### src/source/dcachePkg.sv
package dcachePkg;

  // request and memory widths
  localparam int AddrWidth = 32;
  localparam int DataWidth = 64;
  localparam int MaskWidth = DataWidth / 8;

  // line geometry, 2 ways of 64 sets with 32-byte lines
  localparam int LineWidth = 256;
  localparam int BeatsPerLine = LineWidth / DataWidth;
  localparam int NumSets = 64;
  localparam int IndexWidth = 6;
  localparam int OffsetWidth = 5;
  localparam int TagWidth = AddrWidth - IndexWidth - OffsetWidth;

  // one address word, seen flat for the memory bus
  // or split into its cache fields for lookup
  typedef union packed {
    logic [AddrWidth-1:0] word;
    struct packed {
      logic [TagWidth-1:0]   tag;
      logic [IndexWidth-1:0] index;
      logic [1:0]            wordSel;
      logic [2:0]            byteOff;
    } fields;
  } cacheAddr_u;

  // word 0 sits in the low bits, same order as refill beats
  typedef logic [BeatsPerLine-1:0][DataWidth-1:0] line_t;

endpackage

### src/source/refillBuffer.sv
`timescale 1ns/1ns

module refillBuffer import dcachePkg::*; (
  input  logic                 clk,
  input  logic                 rst_n,
  input  logic                 refillEn_i,
  input  logic                 beatValid_i,
  input  logic [DataWidth-1:0] beatData_i,
  input  logic                 beatLast_i,
  output line_t                line_o,
  output logic                 last_o
);

  logic [$clog2(BeatsPerLine)-1:0] beatCnt;
  logic                            beatTake;

  assign beatTake = refillEn_i && beatValid_i;

  always_ff @(posedge clk or negedge rst_n) begin
    if (!rst_n) begin
      beatCnt <= '0;
      last_o <= 1'b0;
    end else begin
      last_o <= beatTake && beatLast_i;
      // back to slot 0 once the burst is complete
      if (!refillEn_i || (beatTake && beatLast_i)) begin
        beatCnt <= '0;
      end else if (beatTake) begin
        beatCnt <= beatCnt + 1'b1;
      end
    end
  end

  always_ff @(posedge clk) begin
    if (beatTake) begin
      line_o[beatCnt] <= beatData_i;
    end
  end

  lastOnFourthBeat: assert property (@(posedge clk) disable iff (!rst_n)
    beatTake |-> (beatLast_i == (beatCnt == BeatsPerLine - 1)));

endmodule

### config.mk
export PLATFORM = sky130hd
export DESIGN_NAME = refillBuffer
export DESIGN_NICKNAME = d
export VERILOG_FILES = /design/src/source/dcachePkg.sv /design/src/source/refillBuffer.sv
export SDC_FILE = /design/constraint.sdc
export NUM_CORES = 1
export LEC_CHECK = 0
export BUFFER_PORTS_ARGS = -buffer_cell sky130_fd_sc_hd__buf_2
export CAP_MARGIN = 10
export CORE_ASPECT_RATIO = 0.8
export CORE_MARGIN = 4
export CORE_UTILIZATION = 40
export CTS_CLUSTER_SIZE = 40
export DETAILED_ROUTE_END_ITERATION = 10
export GPL_TIMING_DRIVEN = 1
export PLACE_DENSITY = 0.67
export SLEW_MARGIN = 20
export SYNTH_ARGS = -nofsm -noshare
export SYNTH_HDL_FRONTEND = slang
export SYNTH_SLANG_ARGS = --single-unit
### constraint.sdc
create_clock -name clk -period 2.1 [get_ports clk]
set_input_delay 0.21 -clock clk [delete_from_list [all_inputs] [get_ports clk]]
set_output_delay 0.21 -clock clk [all_outputs]
set_load 0.01 [all_outputs]
### Word level (Yosys, flattened, before mapping)

Index checks and enable logic that the tools add are counted.

| storage, ports and cells | value |
|---|---|
| register bits | 259 |

| operators by class | value |
|---|---|
| add/sub/neg operators | 1 |
| magnitude comparators | 2 |
| muxes and demuxes | 5 |
| reductions and logical operators | 6 |

Operators with widths:

| operator | count |
|---|---|
| $bwmux 256 | 1 |
| $demux 64 s2 | 1 |
| $mux 64 | 1 |
| $mux 2 | 2 |
| $logic_and 1x1->1 | 3 |
| $lt 2x3->1 const B | 1 |
| $add 2x1->2 const B | 1 |
| $ge 2x1->1 const B | 1 |
| $reduce_bool 2->1 | 1 |
| $logic_not 1->1 | 1 |
| $logic_or 1x1->1 | 1 |

### Depth between registers and ports, before layout

| depth | value |
|---|---|
| depth in word-level cells | 5 |
| depth in mapped cells | 4 |

### Worst setup path before layout

Ideal clock, no wire load.

| timing path | value |
|---|---|
| path kind | reg2reg |
| start point | register beatCnt[0] (netlist name) |
| end point | register line_o[128] in the netlist's numbering (enable) |
| setup time | 393 ps |
| arrival | 1513 ps |
| required time | 1707 ps |
| setup slack | 194 ps |
| cell stages (with the launch flop) | 4 |
| buffers on the path | 0 |
| path through | dfrtp_1 -> inv_1 -> ha_1 -> and3_2 |

RTL lines:

| item | RTL line | RTL |
|---|---|---|
| to (signal, indexed assignment) | refillBuffer.sv:36 | `line_o[beatCnt] <= beatData_i;` |
| to (decl) | refillBuffer.sv:10 | `output line_t line_o,` |

==> metrics.md <==
| Metric | Value |
|---|---|
| Outcome | `finished, final reports clean` |
| WHS | `0.0229 ns` |
| Ranking of synthesized cells by area | `edfxtp_1 (97%), dfrtp_1 (0.95%), ha_1 (0.63%)` |
| Final Util | `59.8%` |
| Initial antenna violation count | `0` |
| All-Layer GR Usage | `15.8%` |
| Fin area | `11500 um^2` |
| Fmax | `599 MHz` |
| Grt ovf | `0` |
| Top_reg_cell synth | `edfxtp_1` |
| Final Critical Period | `1.67 ns` |
| Mux cell area share after synthesis | `0%` |
| Post-synth EDFFs | `256` |
| Commonest cells in the netlist | `edfxtp_1 (256), and3_2 (5), ha_1 (4)` |
| Setup Viol. Count Final | `0` |
| Seq/Total Area, Yosys | `98.2%` |
| Count leader, synth | `edfxtp_1` |
| Number of synthesized register bits | `259` |
| Clock sink count | `259` |
| Die Y | `134 um` |
| Synth Cell Area | `7900 um^2` |
| HP Class | `in2async` |
| CTS tree | `done` |
| DR iter-0 viols | `299` |
| Synth Instances | `276` |
| ANT cells | `0` |
| # hold bufs at CTS | `67` |
| Die width | `165 um` |
| Yosys top cell by area | `edfxtp_1` |
| Detailed Routing Iterations Pass 1 | `4` |
| Clk Latency, worst-skew pair | `0.50 ns` |
| Placed wire-length estimate | `12700 um` |
| Die area | `22100 um^2` |
| Relative slew slack | `66.6%` |
| Placement row count | `45` |
| Maximum fanout along the worst path | `33` |
| Fin crit share | `79.5%` |
| Post CTS Setup Buffer Count | `0` |
| Port Buffers | `325` |
| Fillers | `1385` |
| CTS buffer count | `25` |
| Metal-1 WL | `6830 um` |
| Syn_area_per_cell | `28.6 um^2` |
| Initial Util | `41.2%` |
| Yosys top cell area share | `97.3%` |
| Vias in the first global route | `4583` |
| Max Cap Violations | `0` |
| CP max stage delay | `0.42 ns` |
| RSZ-0062 raised after global routing | `false` |
| Post-place instance area | `9970 um^2` |
| Longest Clk Path Bufs | `3` |
| Crit. End Element | `register` |
| CTS H-tree lvls | `1` |
| Distinct cells, synth | `9` |
| WL met3 | `2050 um` |
| Largest delay share family, worst path | `buffers and inverters` |
| Setup TNS | `0 ns` |
| Fin nets | `776` |
| IR drop worst, VDD | `0.000666 V` |
| Final WL | `18400 um` |
| Antenna Nets Post-Route | `0` |
| Power Density | `930 nW/um^2` |
| Critical path cell sequence | `inv_1 -> ha_1 -> and3_2 -> buf_4` |
| Largest net degree at the start of global routing | `36` |
| WL/cell | `18.9 um` |
| Adder-cell share of the synthesized area | `0.633%` |
| Fraction of registers with async set or reset after synthesis | `1.16%` |
| Hold violation total from the final report | `0` |
| XOR/XNOR Fraction of Synth Area | `0%` |
| Max Slew Vio Count | `0` |
| Tightest Pin Transition | `0.501 ns` |
| Setup crit start kind | `register` |
| CP Class | `reg2reg` |
| GPL Wtd Cong | `0.787` |
| Worst EP required | `2.24 ns` |
| Synth Area in Simple Gates | `0.871%` |
| Proportion of layout cells with a drive suffix above 1 | `52.5%` |
| Leak | `4.47 nW` |
| Worst path slowest cell | `buf_4` |
| Clk_skew | `0.00586 ns` |
| First-pass GRT wire length | `27000 um` |
| Post-synthesis compound-gate area fraction | `0.158%` |
| Yosys warning count | `0` |
| Buf+Inv Stages, Crit Path | `2` |
| Met2 WL | `9000 um` |
| Num ports | `326` |
| Post-synthesis net count | `349` |
| WP data arrival | `1.81 ns` |
| Worst-path clk slew | `0.06 ns` |
| Core area | `19200 um^2` |
| Pwr Total | `10.7 mW` |
| Routed vias | `4362` |
| Largest family of logic cells by synthesized area | `simple AND/OR/NAND/NOR gates` |
| Remaining DRCs | `0` |
| Root buf cell | `clkbuf_16` |
| Top layer in use | `met4` |
| Via density per instance | `4.46` |
| PostCTS Resize Cnt | `0` |
| Synthesis-to-layout area growth | `45.2%` |
==> flip-flops by register name, summed over array words and instances (netlist names) <==
| name | flops |
|---|---|
| beatCnt | 2 |
| line_o | 256 |
| last_o | 1 |
==> routing by layer <==
metal | up-vias | global-route usage, %
met5 | - | 0
met4 | 0 | 4.90
met3 | 43 | 5.85
met2 | 234 | 26.7
met1 | 2107 | 19.0
li1 | 1978 | -
==> worst reg2reg max path: stages (launching register included) <==
cell	delay [ns]
dfrtp_1	0.41
inv_1	0.09
ha_1	0.13
and3_2	0.22
buf_4	0.42
==> layout make-up <==
class | instances | area [um^2] | area share [%]
clock inverter | 18 | 201 | 1.76
clock buffer | 26 | 629 | 5.48
timing repair buffer | 400 | 2420 | 21.1
multi-input combinational | 15 | 131 | 1.14
sequential | 259 | 7760 | 67.6
tap | 258 | 323 | 2.81
inverter | 2 | 7.51 | 0.0654
==> cell families after synthesis <==
family,Yosys count
buffers and inverters,2
DFF,259
AOI/OAI and AO/OA,1
and+or+nand+nor,10
adders and majority gates,4
==> cell usage in the layout, fill, tap and decap left out, drive strengths merged <==
cell         netlist  final
clkinv             0      9
clkbuf             0     26
inv                2      5
o31ai              1      1
dlygate4sd3        0     67
and3               5      5
ha                 4      4
nand3b             2      2
dfrtp              3      3
clkinvlp           0      2
nand4b             1      1
bufinv             0      4
buf                0    333
nand2              2      2
edfxtp           256    256
==> report_power, final <==
part | internal [mW] | leakage, nW | total (mW) | switching [mW]
registers | 5.78 | 2.37 | 5.81 | 0.0251
logic | 0.194 | 1.70 | 0.410 | 0.217
clock network | 2.68 | 0.406 | 4.45 | 1.78
total | 8.65 | 4.47 | 10.7 | 2.02
==> path summary, 6_finish.rpt <==
path	slack (ns)	to	startpoint	cells past startpoint
worst max-delay path	0.43	line_o[118]	beatCnt[1]	4
min in group clk	0.03	beatCnt[1]	beatValid_i	3
worst min register to register	0.60	beatCnt[1]	beatCnt[1]	2
worst min-delay path	0.02	last_o	rst_n	2
max in group asynchronous	1.97	beatCnt[1]	rst_n	2
worst max register to register	0.43	line_o[118]	beatCnt[1]	4
==> through the flow <==
step	setup slack [ns]	cells
2_1_floorplan	0.194	276
3_3_place_gp	0.474	867
3_5_place_dp	0.431	867
4_1_cts	0.418	978
5_1_grt	0.354	978
6_report	0.430	978
No activity file was read; power rests on OpenSTA's default activity.
